## src/sd_cmd_pkg.sv

```systemverilog
package sd_cmd_pkg;

    localparam int CMD_FRAME_LEN  = 48;   // Start, dir, index, arg, CRC7, end
    localparam int RESP_SHORT_LEN = 48;   // R1 and R3
    localparam int RESP_LONG_LEN  = 136;  // R2
    localparam int RESP_DATA_W    = 120;
    localparam int RESP_TIMEOUT   = 64;   // In SD bit periods
    localparam int SD_CLK_DIV     = 4;    // clk cycles per bit, keep even

    localparam int CRC_SPAN       = 40;   // Bits covered by CRC7 in a 48-bit frame
    localparam int LONG_HDR_LEN   = 8;    // R2 header ahead of the CRC-covered data

    // Counter widths derived from the frame sizes
    localparam int DIV_CNT_W = $clog2(SD_CLK_DIV);
    localparam int TX_CNT_W  = $clog2(CMD_FRAME_LEN + 1);
    localparam int RX_CNT_W  = $clog2(RESP_LONG_LEN);
    localparam int TO_CNT_W  = $clog2(RESP_TIMEOUT);

    localparam logic [1:0] RESP_NONE = 2'd0;
    localparam logic [1:0] RESP_R1   = 2'd1;
    localparam logic [1:0] RESP_R2   = 2'd2;
    localparam logic [1:0] RESP_R3   = 2'd3;

    typedef enum logic [2:0] {
        IDLE,
        SEND,
        WAIT,   // One cycle to arm the receiver
        RECV,
        DONE
    } seq_state_t;

endpackage
```

## src/sd_cmd_path.sv

```systemverilog
module sd_cmd_path
    import sd_cmd_pkg::*;
(
    input  logic                   clk,
    input  logic                   rst_n,
    input  logic                   cmd_start,
    input  logic [5:0]             cmd_index,
    input  logic [31:0]            cmd_arg,
    input  logic [1:0]             resp_type,
    input  logic                   index_check_en,
    input  logic                   crc_check_en,
    input  logic                   cmd_i,
    output logic                   sd_clk,
    output logic                   cmd_o,
    output logic                   cmd_oe,
    output logic                   cmd_busy,
    output logic                   cmd_done,
    output logic                   resp_valid,
    output logic                   timeout_err,
    output logic                   crc_err,
    output logic                   index_err,
    output logic [RESP_DATA_W-1:0] resp_data
);

    logic        tx_tick;
    logic        rx_tick;
    logic        tx_start;
    logic        tx_done;
    logic [5:0]  tx_index;
    logic [31:0] tx_arg;
    logic        rx_start;
    logic        rx_done;
    logic        rx_long;
    logic        rx_crc_check;
    logic        rx_index_check;
    logic [5:0]  rx_index;
    logic        clear_status;

    sd_clk_div u_clk_div (
        .clk     (clk),
        .rst_n   (rst_n),
        .sd_clk  (sd_clk),
        .tx_tick (tx_tick),
        .rx_tick (rx_tick)
    );

    cmd_sequencer u_seq (
        .clk            (clk),
        .rst_n          (rst_n),
        .cmd_start      (cmd_start),
        .cmd_index      (cmd_index),
        .cmd_arg        (cmd_arg),
        .resp_type      (resp_type),
        .index_check_en (index_check_en),
        .crc_check_en   (crc_check_en),
        .tx_done        (tx_done),
        .rx_done        (rx_done),
        .tx_start       (tx_start),
        .tx_index       (tx_index),
        .tx_arg         (tx_arg),
        .rx_start       (rx_start),
        .rx_long        (rx_long),
        .rx_crc_check   (rx_crc_check),
        .rx_index_check (rx_index_check),
        .rx_index       (rx_index),
        .cmd_busy       (cmd_busy),
        .cmd_done       (cmd_done),
        .clear_status   (clear_status)
    );

    cmd_tx u_tx (
        .clk      (clk),
        .rst_n    (rst_n),
        .tx_tick  (tx_tick),
        .tx_start (tx_start),
        .tx_index (tx_index),
        .tx_arg   (tx_arg),
        .cmd_o    (cmd_o),
        .cmd_oe   (cmd_oe),
        .tx_done  (tx_done)
    );

    resp_rx u_rx (
        .clk            (clk),
        .rst_n          (rst_n),
        .rx_tick        (rx_tick),
        .cmd_i          (cmd_i),
        .rx_start       (rx_start),
        .rx_long        (rx_long),
        .rx_crc_check   (rx_crc_check),
        .rx_index_check (rx_index_check),
        .rx_index       (rx_index),
        .clear_status   (clear_status),
        .rx_done        (rx_done),
        .resp_valid     (resp_valid),
        .timeout_err    (timeout_err),
        .crc_err        (crc_err),
        .index_err      (index_err),
        .resp_data      (resp_data)
    );

endmodule

```

## src/resp_rx.sv

```systemverilog
module resp_rx
    import sd_cmd_pkg::*;
(
    input  logic                   clk,
    input  logic                   rst_n,
    input  logic                   rx_tick,
    input  logic                   cmd_i,
    input  logic                   rx_start,
    input  logic                   rx_long,
    input  logic                   rx_crc_check,
    input  logic                   rx_index_check,
    input  logic [5:0]             rx_index,
    input  logic                   clear_status,
    output logic                   rx_done,
    output logic                   resp_valid,
    output logic                   timeout_err,
    output logic                   crc_err,
    output logic                   index_err,
    output logic [RESP_DATA_W-1:0] resp_data
);

    logic [RESP_LONG_LEN-3:0] sh_q;        // Bits after the start bit, end bit excluded
    logic [RX_CNT_W-1:0]      bit_cnt_q;   // Position of the bit being sampled
    logic [TO_CNT_W-1:0]      to_cnt_q;
    logic                     wait_q;
    logic                     recv_q;
    logic                     start_seen;
    logic                     last_bit;
    logic                     covered;
    logic                     crc_shift;
    logic [6:0]               crc;

    assign start_seen = wait_q && rx_tick && !cmd_i;
    assign last_bit   = rx_long ? (bit_cnt_q == RX_CNT_W'(RESP_LONG_LEN - 1))
                                : (bit_cnt_q == RX_CNT_W'(RESP_SHORT_LEN - 1));
    assign covered    = rx_long ? (bit_cnt_q >= RX_CNT_W'(LONG_HDR_LEN)
                                   && bit_cnt_q < RX_CNT_W'(LONG_HDR_LEN + RESP_DATA_W))
                                : (bit_cnt_q < RX_CNT_W'(CRC_SPAN));
    // Short frames include the start bit in the CRC
    assign crc_shift  = covered && (start_seen || (recv_q && rx_tick));

    sd_crc7 u_crc (
        .clk   (clk),
        .rst_n (rst_n),
        .clear (rx_start),
        .shift (crc_shift),
        .din   (cmd_i),
        .crc   (crc)
    );

    always_ff @(posedge clk or negedge rst_n) begin
        if (!rst_n) begin
            wait_q      <= 1'b0;
            recv_q      <= 1'b0;
            bit_cnt_q   <= '0;
            to_cnt_q    <= '0;
            rx_done     <= 1'b0;
            resp_valid  <= 1'b0;
            timeout_err <= 1'b0;
            crc_err     <= 1'b0;
            index_err   <= 1'b0;
            resp_data   <= '0;
        end else begin
            rx_done <= 1'b0;
            if (clear_status) begin
                resp_valid  <= 1'b0;
                timeout_err <= 1'b0;
                crc_err     <= 1'b0;
                index_err   <= 1'b0;
                resp_data   <= '0;
            end
            if (rx_start) begin
                wait_q    <= 1'b1;
                recv_q    <= 1'b0;
                bit_cnt_q <= '0;
                to_cnt_q  <= '0;
            end else if (start_seen) begin
                wait_q    <= 1'b0;
                recv_q    <= 1'b1;
                bit_cnt_q <= RX_CNT_W'(1);
            end else if (wait_q && rx_tick) begin
                if (to_cnt_q == TO_CNT_W'(RESP_TIMEOUT - 1)) begin
                    wait_q      <= 1'b0;   // Card stayed silent
                    rx_done     <= 1'b1;
                    timeout_err <= 1'b1;
                end else begin
                    to_cnt_q <= to_cnt_q + 1'b1;
                end
            end else if (recv_q && rx_tick) begin
                bit_cnt_q <= bit_cnt_q + 1'b1;
                if (last_bit) begin
                    // Fields read before the end bit is shifted in
                    recv_q     <= 1'b0;
                    rx_done    <= 1'b1;
                    resp_valid <= 1'b1;
                    crc_err    <= rx_crc_check && (crc != sh_q[6:0]);
                    index_err  <= rx_index_check && (sh_q[44:39] != rx_index);
                    resp_data  <= rx_long ? sh_q[126:7] : RESP_DATA_W'(sh_q[38:7]);
                end
            end
        end
    end

    always_ff @(posedge clk) begin
        if (recv_q && rx_tick) begin
            sh_q <= {sh_q[RESP_LONG_LEN-4:0], cmd_i};
        end
    end

    assert property (@(posedge clk) disable iff (!rst_n) !(resp_valid && timeout_err));

endmodule

```

## src/cmd_tx.sv

```systemverilog
module cmd_tx
    import sd_cmd_pkg::*;
(
    input  logic        clk,
    input  logic        rst_n,
    input  logic        tx_tick,
    input  logic        tx_start,
    input  logic [5:0]  tx_index,
    input  logic [31:0] tx_arg,
    output logic        cmd_o,
    output logic        cmd_oe,
    output logic        tx_done
);

    logic [CMD_FRAME_LEN-1:0] sh_q;
    logic [TX_CNT_W-1:0]      bit_cnt_q;   // Next bit to launch
    logic                     active_q;
    logic                     launch;
    logic                     crc_phase;
    logic                     crc_shift;
    logic                     tx_bit;
    logic [6:0]               crc;

    assign launch    = active_q && tx_tick && (bit_cnt_q != TX_CNT_W'(CMD_FRAME_LEN));
    assign crc_shift = launch && (bit_cnt_q < TX_CNT_W'(CRC_SPAN));
    assign crc_phase = (bit_cnt_q >= TX_CNT_W'(CRC_SPAN))
                    && (bit_cnt_q < TX_CNT_W'(CMD_FRAME_LEN - 1));
    // CRC bits replace the zero placeholders MSB first
    assign tx_bit    = crc_phase ? crc[3'(CMD_FRAME_LEN - 2 - bit_cnt_q)]
                                 : sh_q[CMD_FRAME_LEN-1];

    sd_crc7 u_crc (
        .clk   (clk),
        .rst_n (rst_n),
        .clear (tx_start),
        .shift (crc_shift),
        .din   (sh_q[CMD_FRAME_LEN-1]),
        .crc   (crc)
    );

    always_ff @(posedge clk or negedge rst_n) begin
        if (!rst_n) begin
            active_q  <= 1'b0;
            bit_cnt_q <= '0;
            cmd_o     <= 1'b1;
            cmd_oe    <= 1'b0;
            tx_done   <= 1'b0;
        end else begin
            tx_done <= 1'b0;
            if (tx_start) begin
                active_q  <= 1'b1;
                bit_cnt_q <= '0;
            end else if (launch) begin
                cmd_o     <= tx_bit;
                cmd_oe    <= 1'b1;
                bit_cnt_q <= bit_cnt_q + 1'b1;
            end else if (active_q && tx_tick) begin
                active_q <= 1'b0;   // End bit period is over
                cmd_oe   <= 1'b0;
                cmd_o    <= 1'b1;
                tx_done  <= 1'b1;
            end
        end
    end

    always_ff @(posedge clk) begin
        if (tx_start) begin
            sh_q <= {1'b0, 1'b1, tx_index, tx_arg, 7'h00, 1'b1};
        end else if (launch) begin
            sh_q <= {sh_q[CMD_FRAME_LEN-2:0], 1'b1};
        end
    end

    // The line is held for exactly one frame and released together with tx_done
    assert property (@(posedge clk) disable iff (!rst_n)
        $rose(cmd_oe) |-> ##(CMD_FRAME_LEN * SD_CLK_DIV) $fell(cmd_oe) && tx_done);

endmodule

```

## src/cmd_sequencer.sv

```systemverilog
module cmd_sequencer
    import sd_cmd_pkg::*;
(
    input  logic        clk,
    input  logic        rst_n,
    input  logic        cmd_start,
    input  logic [5:0]  cmd_index,
    input  logic [31:0] cmd_arg,
    input  logic [1:0]  resp_type,
    input  logic        index_check_en,
    input  logic        crc_check_en,
    input  logic        tx_done,
    input  logic        rx_done,
    output logic        tx_start,
    output logic [5:0]  tx_index,
    output logic [31:0] tx_arg,
    output logic        rx_start,
    output logic        rx_long,
    output logic        rx_crc_check,
    output logic        rx_index_check,
    output logic [5:0]  rx_index,
    output logic        cmd_busy,
    output logic        cmd_done,
    output logic        clear_status
);

    seq_state_t state_q;
    logic       start_acc;
    logic       no_resp_q;

    assign start_acc    = (state_q == IDLE) && cmd_start;   // Starts while busy are dropped
    assign clear_status = start_acc;
    assign rx_start     = (state_q == WAIT);
    assign cmd_busy     = (state_q == SEND) || (state_q == WAIT) || (state_q == RECV);
    assign cmd_done     = (state_q == DONE);

    always_ff @(posedge clk or negedge rst_n) begin
        if (!rst_n) begin
            state_q        <= IDLE;
            tx_start       <= 1'b0;
            no_resp_q      <= 1'b0;
            rx_long        <= 1'b0;
            rx_crc_check   <= 1'b0;
            rx_index_check <= 1'b0;
        end else begin
            tx_start <= start_acc;
            if (start_acc) begin
                no_resp_q      <= (resp_type == RESP_NONE);
                rx_long        <= (resp_type == RESP_R2);
                rx_crc_check   <= crc_check_en && (resp_type == RESP_R1 || resp_type == RESP_R2);
                rx_index_check <= index_check_en && (resp_type == RESP_R1);
            end
            case (state_q)
                IDLE: begin
                    if (cmd_start) begin
                        state_q <= SEND;
                    end
                end
                SEND: begin
                    if (tx_done) begin
                        state_q <= no_resp_q ? DONE : WAIT;
                    end
                end
                WAIT: state_q <= RECV;
                RECV: begin
                    if (rx_done) begin
                        state_q <= DONE;
                    end
                end
                default: state_q <= IDLE;
            endcase
        end
    end

    always_ff @(posedge clk) begin
        if (start_acc) begin
            tx_index <= cmd_index;
            tx_arg   <= cmd_arg;
            rx_index <= cmd_index;   // Expected echo in R1
        end
    end

    // Unit handshakes arrive only in the state that waits for them
    assert property (@(posedge clk) disable iff (!rst_n) tx_done |-> state_q == SEND);
    assert property (@(posedge clk) disable iff (!rst_n) rx_done |-> state_q == RECV);

    assert property (@(posedge clk) disable iff (!rst_n)
        start_acc |-> !$isunknown(resp_type));

endmodule

```

## src/sd_clk_div.sv

```systemverilog
module sd_clk_div
    import sd_cmd_pkg::*;
(
    input  logic clk,
    input  logic rst_n,
    output logic sd_clk,
    output logic tx_tick,
    output logic rx_tick
);

    logic [DIV_CNT_W-1:0] cnt_q;

    always_ff @(posedge clk or negedge rst_n) begin
        if (!rst_n) begin
            cnt_q   <= '0;
            sd_clk  <= 1'b0;
            tx_tick <= 1'b0;
            rx_tick <= 1'b0;
        end else begin
            tx_tick <= 1'b0;
            rx_tick <= 1'b0;
            if (cnt_q == DIV_CNT_W'(SD_CLK_DIV - 1)) begin
                cnt_q   <= '0;
                sd_clk  <= 1'b0;   // Falling edge, host launches
                tx_tick <= 1'b1;
            end else begin
                cnt_q <= cnt_q + 1'b1;
                if (cnt_q == DIV_CNT_W'(SD_CLK_DIV / 2 - 1)) begin
                    sd_clk  <= 1'b1;   // Rising edge, host samples
                    rx_tick <= 1'b1;
                end
            end
        end
    end

    // Strobes never coincide and a falling strobe follows each rising one half a period later
    assert property (@(posedge clk) disable iff (!rst_n)
        rx_tick |-> !tx_tick ##(SD_CLK_DIV / 2) tx_tick);

endmodule

```

## src/sd_crc7.sv

```systemverilog
module sd_crc7 (
    input  logic       clk,
    input  logic       rst_n,
    input  logic       clear,
    input  logic       shift,
    input  logic       din,
    output logic [6:0] crc
);

    logic fb;

    assign fb = din ^ crc[6];   // Feedback into taps x^3 and x^0

    always_ff @(posedge clk or negedge rst_n) begin
        if (!rst_n) begin
            crc <= '0;
        end else if (clear) begin
            crc <= '0;
        end else if (shift) begin
            crc <= {crc[5:3], crc[2] ^ fb, crc[1:0], fb};
        end
    end

endmodule

```

## config.mk

```make
export PLATFORM = sky130hd
export DESIGN_NAME = sd_cmd_path
export DESIGN_NICKNAME = d
export VERILOG_FILES = /design/src/sd_cmd_pkg.sv /design/src/sd_cmd_path.sv /design/src/resp_rx.sv /design/src/cmd_tx.sv /design/src/cmd_sequencer.sv /design/src/sd_clk_div.sv /design/src/sd_crc7.sv
export SDC_FILE = /design/constraint.sdc
export NUM_CORES = 1
export LEC_CHECK = 0
export ABC_AREA = 1
export ABC_CLOCK_PERIOD_IN_PS = 6100
export BUFFER_PORTS_ARGS = -buffer_cell sky130_fd_sc_hd__buf_2
export CAP_MARGIN = 20
export CORE_UTILIZATION = 62
export CTS_BUF_LIST = sky130_fd_sc_hd__clkbuf_2 sky130_fd_sc_hd__clkbuf_4 sky130_fd_sc_hd__clkbuf_8
export DETAILED_ROUTE_END_ITERATION = 12
export PLACE_DENSITY = 0.93
export RECOVER_POWER = 25
export SETUP_SLACK_MARGIN = 0.5
export SYNTH_ARGS = -nofsm -noshare
export SYNTH_HDL_FRONTEND = slang
export SYNTH_SLANG_ARGS = --single-unit
```

## constraint.sdc

```tcl
create_clock -name clk -period 6.1 [get_ports clk]
set_input_delay 0.61 -clock clk [delete_from_list [all_inputs] [get_ports clk]]
set_output_delay 0.61 -clock clk [all_outputs]
set_load 0.1 [all_outputs]
```

==> results of run 1 <==
area by class of cell:
class	instances	area, um^2	share of cell area (%)
diodes	1	2.502	0.01402
clock buffers	92	1116	6.254
clock inverters	15	118.9	0.6661
inverters	188	708.2	3.969
multi-input cells	801	3779	21.18
flip-flops and latches	390	10730	60.15
well taps	324	405.4	2.272
repair buffers	187	982.2	5.504
state kept, by name, indices dropped and copies added (netlist names), 7 cells and up:
| signal | flops |
|---|---|
| u_rx.bit_cnt_q | 8 |
| u_rx.resp_data | 120 |
| u_rx.sh_q | 127 |
| u_rx.u_crc.crc | 7 |
| u_seq.tx_arg | 32 |
| u_tx.sh_q | 47 |
| u_tx.u_crc.crc | 7 |
cell families (layout without fill, tap and decap cells):
kind of cell	count (synthesis)	in the layout	synth area share [%]
xor+xnor	19	19	1.068
flops	390	390	68.85
simple gates	680	680	18.38
other cells	0	1	0
buf+inv	255	482	7.056
compound gates	93	93	3.918
fa+ha+maj	9	9	0.7225
worst max-delay path, delay by kind of cell:
| kind | cells | cell delay, ns |
|---|---|---|
| buffers and inverters | 3 | 2.99 |
power breakdown:
group	switching (W)	total (W)	internal, W	leakage (nW)
clock	0.000979	0.00219	0.00121	0.662
combinational	0.000105	0.000166	0.0000602	3.62
sequential	0.0000456	0.00284	0.00279	3.44
total	0.00113	0.00519	0.00406	7.73
metrics by stage:
stage	cells	power, W
after floorplan	1446	0.002976
after global placement	1886	0.003031
after detailed placement	1887	0.003046
after CTS	1994	0.005219
after global routing	1998	0.005368
final	1998	0.005188
per-layer routing:
| metal | up-vias | wire [um] | part of all wire, % | GRT usage [%] |
|---|---|---|---|---|
| met4 | 0 | 803 | 2.4 | 8.658 |
| met5 | - | 0 | 0 | 0 |
| met3 | 74 | 2857 | 8.5 | 5.579 |
| met1 | 5311 | 13430 | 40 | 35.48 |
| li1 | 5082 | - | - | - |
| met2 | 536 | 16460 | 49 | 43.35 |
worst min-delay path by stage:
stage,end,slack [ns]
finish,u_seq.tx_arg[23],0.17
detailed placement,u_rx.sh_q[31],0.43
CTS,u_seq.tx_arg[26],0.15
global route,u_seq.tx_arg[25],0.15
global placement,u_rx.sh_q[35],0.43
floorplan,u_clk_div.cnt_q[0],0.31
cells in the mapped netlist (3+ instances only):
cell | instances | area, um^2
sky130_fd_sc_hd__nand2_1 | 448 | 1682
sky130_fd_sc_hd__edfxtp_1 | 203 | 6096
sky130_fd_sc_hd__inv_1 | 185 | 694.4
sky130_fd_sc_hd__dfrtp_1 | 177 | 4429
sky130_fd_sc_hd__nand3_1 | 142 | 710.7
sky130_fd_sc_hd__nor2_1 | 40 | 150.1
sky130_fd_sc_hd__o21ai_0 | 36 | 180.2
sky130_fd_sc_hd__a22o_1 | 31 | 271.5
sky130_fd_sc_hd__nand4_1 | 31 | 193.9
sky130_fd_sc_hd__buf_1 | 18 | 67.56
sky130_fd_sc_hd__clkbuf_1 | 17 | 63.81
sky130_fd_sc_hd__buf_6 | 16 | 180.2
sky130_fd_sc_hd__buf_2 | 15 | 75.07
sky130_fd_sc_hd__xor2_1 | 11 | 96.34
sky130_fd_sc_hd__o22ai_1 | 10 | 62.56
sky130_fd_sc_hd__a21oi_1 | 9 | 45.04
sky130_fd_sc_hd__dfxtp_1 | 9 | 180.2
sky130_fd_sc_hd__ha_1 | 9 | 112.6
sky130_fd_sc_hd__nor3_1 | 8 | 40.04
sky130_fd_sc_hd__xnor2_1 | 8 | 70.07
sky130_fd_sc_hd__nor2_2 | 4 | 25.02
sky130_fd_sc_hd__inv_2 | 3 | 11.26
sky130_fd_sc_hd__nand2_2 | 3 | 18.77
placed cells by master, fill, tap and decap left out, types with 8 or more instances in the layout:
cell and n:
sky130_fd_sc_hd__a21oi_1 9, sky130_fd_sc_hd__a22o_1 31, sky130_fd_sc_hd__buf_2 169, sky130_fd_sc_hd__buf_4 9, sky130_fd_sc_hd__clkbuf_4 24, sky130_fd_sc_hd__clkbuf_8 68
sky130_fd_sc_hd__clkinv_2 9, sky130_fd_sc_hd__dfrtp_1 176, sky130_fd_sc_hd__dfxtp_1 9, sky130_fd_sc_hd__edfxtp_1 203, sky130_fd_sc_hd__ha_1 9, sky130_fd_sc_hd__inv_1 184
sky130_fd_sc_hd__nand2_1 447, sky130_fd_sc_hd__nand3_1 141, sky130_fd_sc_hd__nand4_1 31, sky130_fd_sc_hd__nor2_1 40, sky130_fd_sc_hd__nor3_1 8, sky130_fd_sc_hd__o21ai_0 36
sky130_fd_sc_hd__o22ai_1 10, sky130_fd_sc_hd__xnor2_1 8, sky130_fd_sc_hd__xor2_1 11
==> impl_summary.md, run 1 <==
CTS
After clock tree synthesis, the clock-pin slew on the worst setup and hold paths is 0.07 ns. Clock tree synthesis found a total of 390 sinks. The clock root buffer is sky130_fd_sc_hd__clkbuf_8. Once the clock tree was built, the resizer swapped 0 gates to a different size. The TritonCTS buffer count is 57. The TritonCTS clock tree is done. The number of buffers added for setup after CTS is 0. The maximum buffer depth of the clock tree is 3. The count of hold-fix buffers inserted at cts is 0.

The clock latency at the later pin of the worst-skew pair is 0.61 ns. The H-tree generated during clock tree synthesis spans 2 levels.

Critical path
The element type at the critical path end is an async pin. The launch point of the worst path is rst_n. The kind of start point of the critical path is a primary input. The launch point of the worst reg-to-reg path is u_rx.bit_cnt_q[3]. The required arrival time at the worst endpoint is between 6 and 7 ns. In this run the register-to-register setup slack is 2.97 ns.

The endpoint of the most critical setup path is u_seq.rx_long. The endpoint identified for the worst register-to-register timing path is u_rx.resp_data[91]. The library cell contributing the largest single delay on the critical path is sky130_fd_sc_hd__clkbuf_2. Measured in cells, the most critical reg-to-reg path has a length of 7. The maximum fanout encountered on the critical timing path is 100.

The arrival time of data at the critical path endpoint is 3.70 ns. The type of the worst setup path is primary input to async pin. Walking the worst path, the cells encountered are dlygate4sd3_1 > clkbuf_1 > clkbuf_2. For this run, the slowest stage of the critical path takes 1.88 ns.

Synthesis
The fraction of registers with async set or reset after synthesis is 45.64%. The yosys synthesis warning count is 0. The number of flops mapped to enable cells by yosys is 203.

The most common flop cell mapped by yosys is sky130_fd_sc_hd__edfxtp_1. Counting flops and latches in the post-synthesis netlist gives 390. The average size of a mapped cell is 10.78 um^2.

Summing every instance area after synthesis gives between 15000 and 20000 um^2. Sequential cells were found to cover 68.85% of the synthesized design area. Counting every instance in the synthesized netlist gives ~1400. When the netlist entered floorplanning its net count stood at 1501. The number of different library cells used by synthesis comes to 36.

Placement
The placed wire-length estimate is 19.92 mm. The final weighted congestion in routability-driven placement is 0.8724. The post-placement cell area is 16580 um^2. The number of buffers inserted by port buffering is approximately 170. The pre-CTS setup slack is 3.207 ns.

Hold path
The class of the tightest hold or removal check is primary input to flip-flop. The critical hold path startpoint is cmd_arg[23]. The depth of the worst hold-timing path is 1.

Timing
The relative slew slack is -68.10%. Setup violations remaining at the end of the flow were counted as 0. On the final layout, the worst hold slack is approximately 0.17 ns. The max-slew violation count is 101. The sum of negative setup slack is 0 ns. Setup repair after global routing left no endpoint under its margin. The pin slew with the least headroom to its limit is approximately 2.5 ns. Across all setup checks in the final design, the least slack found is 2.362 ns. The maximum operating frequency is roughly 0.27 GHz. The final-report hold violation count is 0.

The shortest clock period the worst path allows after layout is 3.738 ns. The final critical path takes up 61.27% of the cycle. The clock arrives with between 0.04 and 0.05 ns of skew.

Die
The horizontal die dimension is 160.6 um. In this run the standard cell core region covers about 24000 um^2. The floorplan step set the die height to ~160 um. The number of cell rows is 57. The area of the die is 25780 um^2. The I/O pin count is 175. The effective utilization at floorplan is 63.72%.

Power
The largest voltage drop on the vdd net is 0.2778 mV. The static leakage is 7.730 nW. Power spread over the standard cell area amounts to around 290 nW/um^2.

Global routing
The initial antenna violation count came to 1. The wire length of the first global-routing pass is 53.59 mm. Global routing used about a quarter of the available tracks.

The number of global-route vias before repair is 10580. Entering global routing, the biggest net connects 114 pins. After global routing the overflow that remains totals 0.

Routing
The first detailed-routing pass took 6 iterations. Across all layers, the routed design uses 11000 vias. The total wire length is roughly 34 mm. In the routed design, unresolved DRC markers number 0. The via density per instance is 5.507. The wire length per cell is 16.79 um. Once detail routing completed, the nets flagged for antenna violations numbered 0.

The first-iteration detailed-routing DRC count is 939.

Job
The count of maximum capacitance violations is 1.

Cells and area
Compared with the post-synthesis result, the final layout area differs by 14.49%. The final-stage net count is 1680. The fraction of final layout cells sized beyond drive strength 1 is 18.41%. The final-layout fill cell count is 1543. The post-route cell area is 17840 um^2.

The share of the core filled with cells is 72.95%.

Status
The checks that failed: max-capacitance violations, max-slew violations. The flow ran to the end, but the final reports show violations.
(Power assumes the default switching activity.)
==> run 2, diff against run 1 <==
--- a/config.mk
+++ b/config.mk
@@ -6,13 +6,13 @@
 export NUM_CORES = 1
 export LEC_CHECK = 0
 export ABC_AREA = 1
-export ABC_CLOCK_PERIOD_IN_PS = 6100
+export ABC_CLOCK_PERIOD_IN_PS = 3300
 export BUFFER_PORTS_ARGS = -buffer_cell sky130_fd_sc_hd__buf_2
 export CAP_MARGIN = 20
-export CORE_UTILIZATION = 62
+export CORE_UTILIZATION = 55
 export CTS_BUF_LIST = sky130_fd_sc_hd__clkbuf_2 sky130_fd_sc_hd__clkbuf_4 sky130_fd_sc_hd__clkbuf_8
 export DETAILED_ROUTE_END_ITERATION = 12
-export PLACE_DENSITY = 0.93
+export PLACE_DENSITY = 0.88
 export RECOVER_POWER = 25
 export SETUP_SLACK_MARGIN = 0.5
 export SYNTH_ARGS = -nofsm -noshare
==> constraint.sdc (replaced) <==
create_clock -name clk -period 3.3 [get_ports clk]
set_input_delay 0.33 -clock clk [delete_from_list [all_inputs] [get_ports clk]]
set_output_delay 0.33 -clock clk [all_outputs]
set_load 0.1 [all_outputs]
==> run 2 against run 1 <==
- the flow now finishes without violations
- via count shrank 0.18%
- final area increased by 3.5%
- combinational power up 110%
- sequential share of layout area fell by 2.1 points
- sequential power is 85% higher
- worst hold slack got worse by 0.11 ns
- critical path type is now flip-flop to flip-flop
- worst setup slack worse by 1.5 ns
- wire length is 0.41% lower
- power is 92% higher
- first-iteration DRC count is 6.8% higher
- non-clock buffer count up 44
- largest power group unchanged
==> impl_summary.md, run 2 (same netlist as run 1, synthesis figures left out) <==
Routing
The total number of vias is 10980 (was 11000). The wire length per cell was 15.91 um (was 16.79 um). The total wire length is 33.41 mm (was 33.55 mm). The DRC violation count after routing is 0 (unchanged).

The remaining antenna violation count is 0 (unchanged). The first-pass detailed-route iteration total came to 6 (unchanged). The via density per instance is 5.230 (was 5.507). The first-iteration detailed-routing DRC count is 1003 (was 939).

Die
The number of cell rows came to 61 (was 57). The I/O pin count is 175 (unchanged). The horizontal die dimension is 170.3 um (was 160.6 um). The placeable core region is 27860 um^2 (was 24460 um^2). The die outline height is 170.3 um (was 160.6 um). The area of the die came to 29020 um^2 (was 25780 um^2). The effective utilization at floorplan is 55.95% (was 63.72%).

CTS
The clock latency at the later pin of the worst-skew pair is 0.59 ns (was 0.61 ns). The number of buffers added for setup after CTS is 0 (unchanged). The TritonCTS clock tree is done (unchanged). The maximum buffer depth of the clock tree is 3 (unchanged). The count of hold-fix buffers inserted at cts is 40 (was 0). The count of instances resized after the clock tree is built is 0 (unchanged). The maximum level of the CTS H-tree is 2 (unchanged). The TritonCTS buffer count is 60 (was 57). The TritonCTS sink count is 390 (unchanged). The clock root buffer is sky130_fd_sc_hd__clkbuf_8 (unchanged). The clock-pin slew on the worst setup and hold paths is 0.06 ns (was 0.07 ns).

Cells and area
The fraction of final layout cells sized beyond drive strength 1 is 18.12% (was 18.41%). The most common cell after layout, fill and taps aside is sky130_fd_sc_hd__nand2_1 (unchanged). Commonest cells after routing, fill and taps aside: sky130_fd_sc_hd__nand2_1 (447), sky130_fd_sc_hd__edfxtp_1 (203), sky130_fd_sc_hd__inv_1 (185), sky130_fd_sc_hd__dfrtp_1 (176), sky130_fd_sc_hd__buf_2 (162) (was sky130_fd_sc_hd__nand2_1 (447), sky130_fd_sc_hd__edfxtp_1 (203), sky130_fd_sc_hd__inv_1 (184), sky130_fd_sc_hd__dfrtp_1 (176), sky130_fd_sc_hd__buf_2 (169)). The multi-input combinational cell area is 3784 um^2 (was 3779 um^2). The number of antenna diodes is 0 (was 1).

The final-stage net count is 1727 (was 1680). The final-layout fill cell count is 2020 (was 1543). The sequential cell area was 10730 um^2 (unchanged). The register with the highest flop count was u_rx.sh_q (unchanged). Top Registers: u_rx.sh_q (127), u_rx.resp_data (120), u_tx.sh_q (47) (unchanged). The synthesis-to-layout area growth came to 18.55% (was 14.49%). The flip-flop count of the largest register after layout was 127 (unchanged).

Critical path
The required arrival time at the worst endpoint is 3.76 ns (was 6.07 ns). The cell count of the worst reg-to-reg path is 9 (was 7). The element type at the critical path end is a flip-flop (was async pin). The kind of start point of the critical path was a flip-flop (was primary input). The setup slack of the worst register-to-register path is 0.87 ns (was 2.97 ns). The arrival time of data at the critical path endpoint is 2.89 ns (was 3.70 ns).

The maximum fanout encountered on the critical timing path was 31 (was 100). The worst flop-to-flop path endpoint is u_rx.resp_data[104] (was u_rx.resp_data[91]). The type of the worst setup path is flip-flop to flip-flop (was primary input to async pin). The launch point of the worst reg-to-reg path is u_rx.bit_cnt_q[1] (was u_rx.bit_cnt_q[3]).

Hold path
The class of the tightest hold or removal check is primary input to flip-flop (unchanged). The worst min-delay path endpoint is u_seq.rx_index_check (was u_seq.tx_arg[23]). The depth of the worst hold-timing path is 3 (was 1). The critical hold path startpoint is index_check_en (was cmd_arg[23]).

Placement
The final weighted congestion in routability-driven placement is 0.8313 (was 0.8724). The number of buffers inserted by port buffering is 174 (unchanged). The placed wire-length estimate came to 19.59 mm (was 19.92 mm).

Timing
The final-report hold violation count is 0 (unchanged). The setup clock skew after layout is 0.02261 ns (was 0.04052 ns). The sum of negative setup slack is 0 ns (unchanged). Derived from the worst setup path, the maximum achievable clock frequency is just over 0.4 GHz. The max-slew violation count was 0 (was 101). The pin slew with the least headroom to its limit is 1.074 ns (was 2.521 ns).

Counting I/O delays and the setup requirement, the final critical path takes 2.428 ns. The worst path uses 73.58% of the clock period. The final-report setup violation count came to 0 (unchanged).

RSZ-0062 raised after global routing: false (unchanged). The minimum hold slack is 0.06282 ns (was 0.1726 ns). The relative slew slack was 28.43% (was -68.10%).

Power
The largest voltage drop on the vdd net is 0.4308 mV (was 0.2778 mV). The power density over cell area is 538.6 nW/um^2 (was 290.7 nW/um^2). The static leakage was 7.980 nW (was 7.730 nW).

Global routing
The initial antenna violation count is 0 (was 1). The maximum number of pins on one net before global-route repair is 129 (was 114). The wire length of the first global-routing pass is 52.85 mm (was 53.59 mm). The leftover overflow at the end of global routing came to 0 (unchanged). The number of global-route vias before repair is 10520 (was 10580). The overall track demand over capacity in global routing is 23.14% (was 26.41%).

Job
The count of maximum capacitance violations is 0 (was 1).

Status
Run status: finished clean (was complete, but fails checks).
[run 2: per-layer routing]
layer	part of all wire [%]	up-vias	GRT usage (%)
li1	-	5188	-
met1	43	5299	31.62
met2	47	422	36.19
met3	7.4	74	5.558
met4	2.8	0	8.461
met5	0	-	0
[run 2: layout make-up]
cell class                 instances  share of cell area [%]
clock buffer                     101                   6.710
clock inverter                    11                  0.5891
inverter                         188                   3.833
multi-input combinational        801                   20.48
sequential                       390                   58.09
tap                              378                   2.560
timing repair buffer             231                   7.746
[run 2: critical path, cell delays in order, from the launching register on]
cell                      delay, ns
sky130_fd_sc_hd__dfrtp_1       0.39
sky130_fd_sc_hd__ha_1          0.21
sky130_fd_sc_hd__nand2_1       0.07
sky130_fd_sc_hd__inv_1         0.09
sky130_fd_sc_hd__nand3_1       0.12
sky130_fd_sc_hd__nor2_4        0.42
sky130_fd_sc_hd__nand3_4       0.40
sky130_fd_sc_hd__buf_4         0.38
sky130_fd_sc_hd__nand3_1       0.12
sky130_fd_sc_hd__nand2_1       0.06
[run 2: worst max-delay path by stage]
stage	start	to	slack, ns	depth (start not counted)
after floorplan	u_tx.bit_cnt_q[0]	u_tx.sh_q[10]	0.55	6
after global placement	u_rx.bit_cnt_q[0]	u_rx.resp_data[33]	1.04	9
after detailed placement	u_rx.bit_cnt_q[0]	u_rx.resp_data[112]	0.90	9
after CTS	u_rx.bit_cnt_q[0]	u_rx.resp_data[109]	0.87	9
after global routing	u_rx.bit_cnt_q[0]	u_rx.resp_data[91]	0.67	9
final	u_rx.bit_cnt_q[1]	u_rx.resp_data[104]	0.87	9
[run 2: metrics by stage]
stage / instance area (um^2) / utilization, % / instances / worst slack [ns] / total power, W
after floorplan: 15590 / - / 1446 / 0.5470 / 0.005501
after global placement: 16740 / 60.10 / 1948 / 1.038 / 0.005608
after detailed placement: 16740 / 60.10 / 1948 / 0.9018 / 0.005630
after CTS: 18490 / 66.38 / 2100 / 0.8710 / 0.01002
after global routing: 18480 / 66.33 / 2100 / 0.6717 / 0.01029
final: 18480 / 66.33 / 2100 / 0.8719 / 0.009952
[run 2: power breakdown]
part	internal [W]	switching [W]
Sequential	0.00516	0.0000830
Clock	0.00252	0.00185
Combinational	0.000143	0.000197
==> run 3, diff against run 2 <==
--- a/config.mk
+++ b/config.mk
@@ -6,13 +6,13 @@
 export NUM_CORES = 1
 export LEC_CHECK = 0
 export ABC_AREA = 1
-export ABC_CLOCK_PERIOD_IN_PS = 3300
+export ABC_CLOCK_PERIOD_IN_PS = 2500
 export BUFFER_PORTS_ARGS = -buffer_cell sky130_fd_sc_hd__buf_2
 export CAP_MARGIN = 20
-export CORE_UTILIZATION = 55
+export CORE_UTILIZATION = 61
 export CTS_BUF_LIST = sky130_fd_sc_hd__clkbuf_2 sky130_fd_sc_hd__clkbuf_4 sky130_fd_sc_hd__clkbuf_8
 export DETAILED_ROUTE_END_ITERATION = 12
-export PLACE_DENSITY = 0.88
+export PLACE_DENSITY = 0.92
 export RECOVER_POWER = 25
 export SETUP_SLACK_MARGIN = 0.5
 export SYNTH_ARGS = -nofsm -noshare
==> constraint.sdc (replaced) <==
create_clock -name clk -period 2.5 [get_ports clk]
set_input_delay 0.25 -clock clk [delete_from_list [all_inputs] [get_ports clk]]
set_output_delay 0.25 -clock clk [all_outputs]
set_load 0.1 [all_outputs]
==> run 3 against run 2 <==
- the run now ends with max-capacitance violations, max-slew violations left
- register-to-register slack worse by 0.34 ns
- largest power group unchanged
- die area decreased by 9.7%
- clock power is 32% higher
- sequential cell count unchanged
- critical endpoint is now u_rx.index_err
- critical path type unchanged
==> impl_summary.md, run 3 (same netlist as run 1, synthesis figures left out) <==
Status
Run status: complete, but fails checks (was finished clean). The checks that failed: max-capacitance violations, max-slew violations.

Cells and area
Top Registers: u_rx.sh_q (127), u_rx.resp_data (120), u_tx.sh_q (47) (unchanged). The flip-flop count of the largest register after layout was 127 (unchanged). The final-stage net count came to 1737 (was 1727). The final-layout fill cell count is 1563 (was 2020).

The post-route cell area is 18610 um^2 (was 18480 um^2). The synthesis-to-layout area growth is 19.41% (was 18.55%). The multi-input combinational cell area was 3809 um^2 (was 3784 um^2). Commonest cells after routing, fill and taps aside: sky130_fd_sc_hd__nand2_1 (445), sky130_fd_sc_hd__edfxtp_1 (203), sky130_fd_sc_hd__inv_1 (183), sky130_fd_sc_hd__dfrtp_1 (175), sky130_fd_sc_hd__buf_2 (161) (was sky130_fd_sc_hd__nand2_1 (447), sky130_fd_sc_hd__edfxtp_1 (203), sky130_fd_sc_hd__inv_1 (185), sky130_fd_sc_hd__dfrtp_1 (176), sky130_fd_sc_hd__buf_2 (162)).

The register with the highest flop count is u_rx.sh_q (unchanged). The fraction of final layout cells sized beyond drive strength 1 is 19.05% (was 18.12%). The sequential cell area is 10730 um^2 (about the same). The number of antenna diodes is 0 (unchanged). The most common cell after layout, fill and taps aside was sky130_fd_sc_hd__nand2_1 (unchanged).

Global routing
The leftover overflow at the end of global routing is 0 (unchanged). The wire length of the first global-routing pass was 56.21 mm (was 52.85 mm). The maximum number of pins on one net before global-route repair is 129 (unchanged).

The overall track demand over capacity in global routing is 27.40% (was 23.14%). The number of global-route vias before repair is 11010 (was 10520). The initial antenna violation count was 0 (unchanged).

Timing
The max-slew violation count is 71 (was 0). The setup clock skew after layout is 0.04648 ns (was 0.02261 ns). The final-report setup violation count is 0 (unchanged).

The pin slew with the least headroom to its limit was 1.935 ns (was 1.074 ns). The period utilization is 78.58% (was 73.58%). The final-report hold violation count is 0 (unchanged).

RSZ-0062 raised after global routing: true (was false). The shortest clock period the worst path allows after layout is 1.964 ns (was 2.428 ns). The relative slew slack is -29.01% (was 28.43%).

The maximum operating frequency is 0.5091 GHz (was 0.4119 GHz). The sum of negative setup slack was 0 ns (unchanged).

Die
The placeable core region is 25110 um^2 (was 27860 um^2). The effective utilization at floorplan is 62.07% (was 55.95%). The area of the die came to 26190 um^2 (was 29020 um^2). The I/O pin count came to 175 (unchanged). The number of cell rows is 58 (was 61).

The die outline height is 161.8 um (was 170.3 um). The horizontal die dimension came to 161.8 um (was 170.3 um).

Placement
The number of buffers inserted by port buffering is 174 (unchanged). The final weighted congestion in routability-driven placement was 0.8731 (was 0.8313). The post-placement cell area is 16770 um^2 (was 16740 um^2). The placed wire-length estimate was 19.31 mm (was 19.59 mm).

Routing
The first-iteration detailed-routing DRC count was 1351 (was 1003). The via density per instance is 5.548 (was 5.230). The total wire length is 35.95 mm (was 33.41 mm). The remaining antenna violation count is 0 (unchanged).

The DRC violation count after routing is 0 (unchanged). The total number of vias came to 11440 (was 10980). The wire length per cell is 17.43 um (was 15.91 um). The first-pass detailed-route iteration total came to 8 (was 6).

Critical path
The kind of start point of the critical path is a flip-flop (unchanged). The delay of the slowest cell on the worst path is 0.50 ns (was 0.42 ns). The required arrival time at the worst endpoint is 3.04 ns (was 3.76 ns). The launch point of the worst reg-to-reg path is u_rx.bit_cnt_q[3] (was u_rx.bit_cnt_q[1]).

The launch point of the worst path is u_rx.bit_cnt_q[3] (was u_rx.bit_cnt_q[1]). The endpoint of the most critical setup path is u_rx.index_err (was u_rx.resp_data[104]). The type of the worst setup path was flip-flop to flip-flop (unchanged). The setup slack of the worst register-to-register path is 0.54 ns (was 0.87 ns). The library cell contributing the largest single delay on the critical path is sky130_fd_sc_hd__dfrtp_1 (was sky130_fd_sc_hd__nor2_4). The arrival time of data at the critical path endpoint is 2.51 ns (was 2.89 ns). The maximum fanout encountered on the critical timing path came to 52 (was 31). Series of cell instances along the critical path: nand2_1 > o21ai_2 > nand3_1 > nor2_4 > buf_8 > nand3_1 > nand2_1 (was ha_1 > nand2_1 > inv_1 > nand3_1 > nor2_4 > nand3_4 > buf_4 > nand3_1 > nand2_1). The cell count of the worst reg-to-reg path is 7 (was 9). The element type at the critical path end is a flip-flop (unchanged). The worst flop-to-flop path endpoint was u_rx.index_err (was u_rx.resp_data[104]).

CTS
The TritonCTS clock tree is done (unchanged). The TritonCTS buffer count is 58 (was 60). The TritonCTS sink count is 390 (unchanged). The clock latency at the later pin of the worst-skew pair is 0.62 ns (was 0.59 ns). The maximum level of the CTS H-tree is 2 (unchanged).

The maximum buffer depth of the clock tree came to 3 (unchanged). The clock-pin slew on the worst setup and hold paths is 0.06 ns (about the same). The clock root buffer is sky130_fd_sc_hd__clkbuf_8 (unchanged).

Power
The largest voltage drop on the vdd net came to 0.6624 mV (was 0.4308 mV). The static leakage is 8.055 nW (was 7.980 nW). The power density over cell area is 705.1 nW/um^2 (was 538.6 nW/um^2).

Hold path
The class of the tightest hold or removal check is primary input to flip-flop (unchanged).

Job
The count of maximum capacitance violations is 1 (was 0).
==> run 3: metal layers <==
metal	global-route usage (%)	wire, um
met1	37.04	14380
met2	45.10	17520
met3	4.648	2902
met4	9.949	1145
met5	0	0
==> run 3: worst min path at each step <==
stage	from	end	depth (start not counted)
3_3_place_gp	rst_n	u_rx.resp_data[56]	1
3_5_place_dp	rst_n	u_rx.resp_data[56]	1
6_report	resp_type[1]	u_seq.rx_long	4
2_1_floorplan	rst_n	u_clk_div.cnt_q[0]	0
5_1_grt	cmd_start	u_seq.tx_index[5]	3
4_1_cts	resp_type[1]	u_seq.rx_long	4
==> run 3: worst max-delay path: cells and delay by family, from the launching register on <==
| kind | cells | cell delay (ns) |
|---|---|---|
| AO/OA/AOI/OAI | 1 | 0.24 |
| buffers and inverters | 1 | 0.37 |
| flip-flops | 1 | 0.50 |
| AND/OR/NAND/NOR | 5 | 0.77 |
==> run 3: area by class of cell <==
class / count / share of cell area, %
sequential: 390 / 57.67
tap: 330 / 2.218
clock buffer: 95 / 6.387
clock inverter: 15 / 0.7866
timing repair buffer: 243 / 8.618
inverter: 188 / 3.852
multi-input combinational: 801 / 20.46
==> run 3: per-stage QoR <==
stage	instances	util, %	hold WS [ns]	total power [W]	setup WS, ns
2_1_floorplan	1446	-	-0.04559	0.007262	0.2619
3_3_place_gp	1904	66.78	0.3234	0.007410	0.4459
3_5_place_dp	1904	66.78	0.3264	0.007433	0.3271
4_1_cts	2059	74.00	0.05348	0.01314	0.4946
5_1_grt	2062	74.12	0.1059	0.01353	0.2426
6_report	2062	74.12	0.1048	0.01312	0.5356
==> run 3: where the power goes <==
part	internal [W]	leakage [nW]	switching (W)
logic	0.000195	3.90	0.000251
clock network	0.00323	0.717	0.00253
registers	0.00680	3.44	0.000109
==> run 3: repair_timing <==
item,CTS,global route
resized for setup,8,12
pin swaps,1,1
cloned,0,1
hold buffers,42,0
setup endpoints to repair,162,215
hold endpoints to repair,109,0
setup buffers,3,2
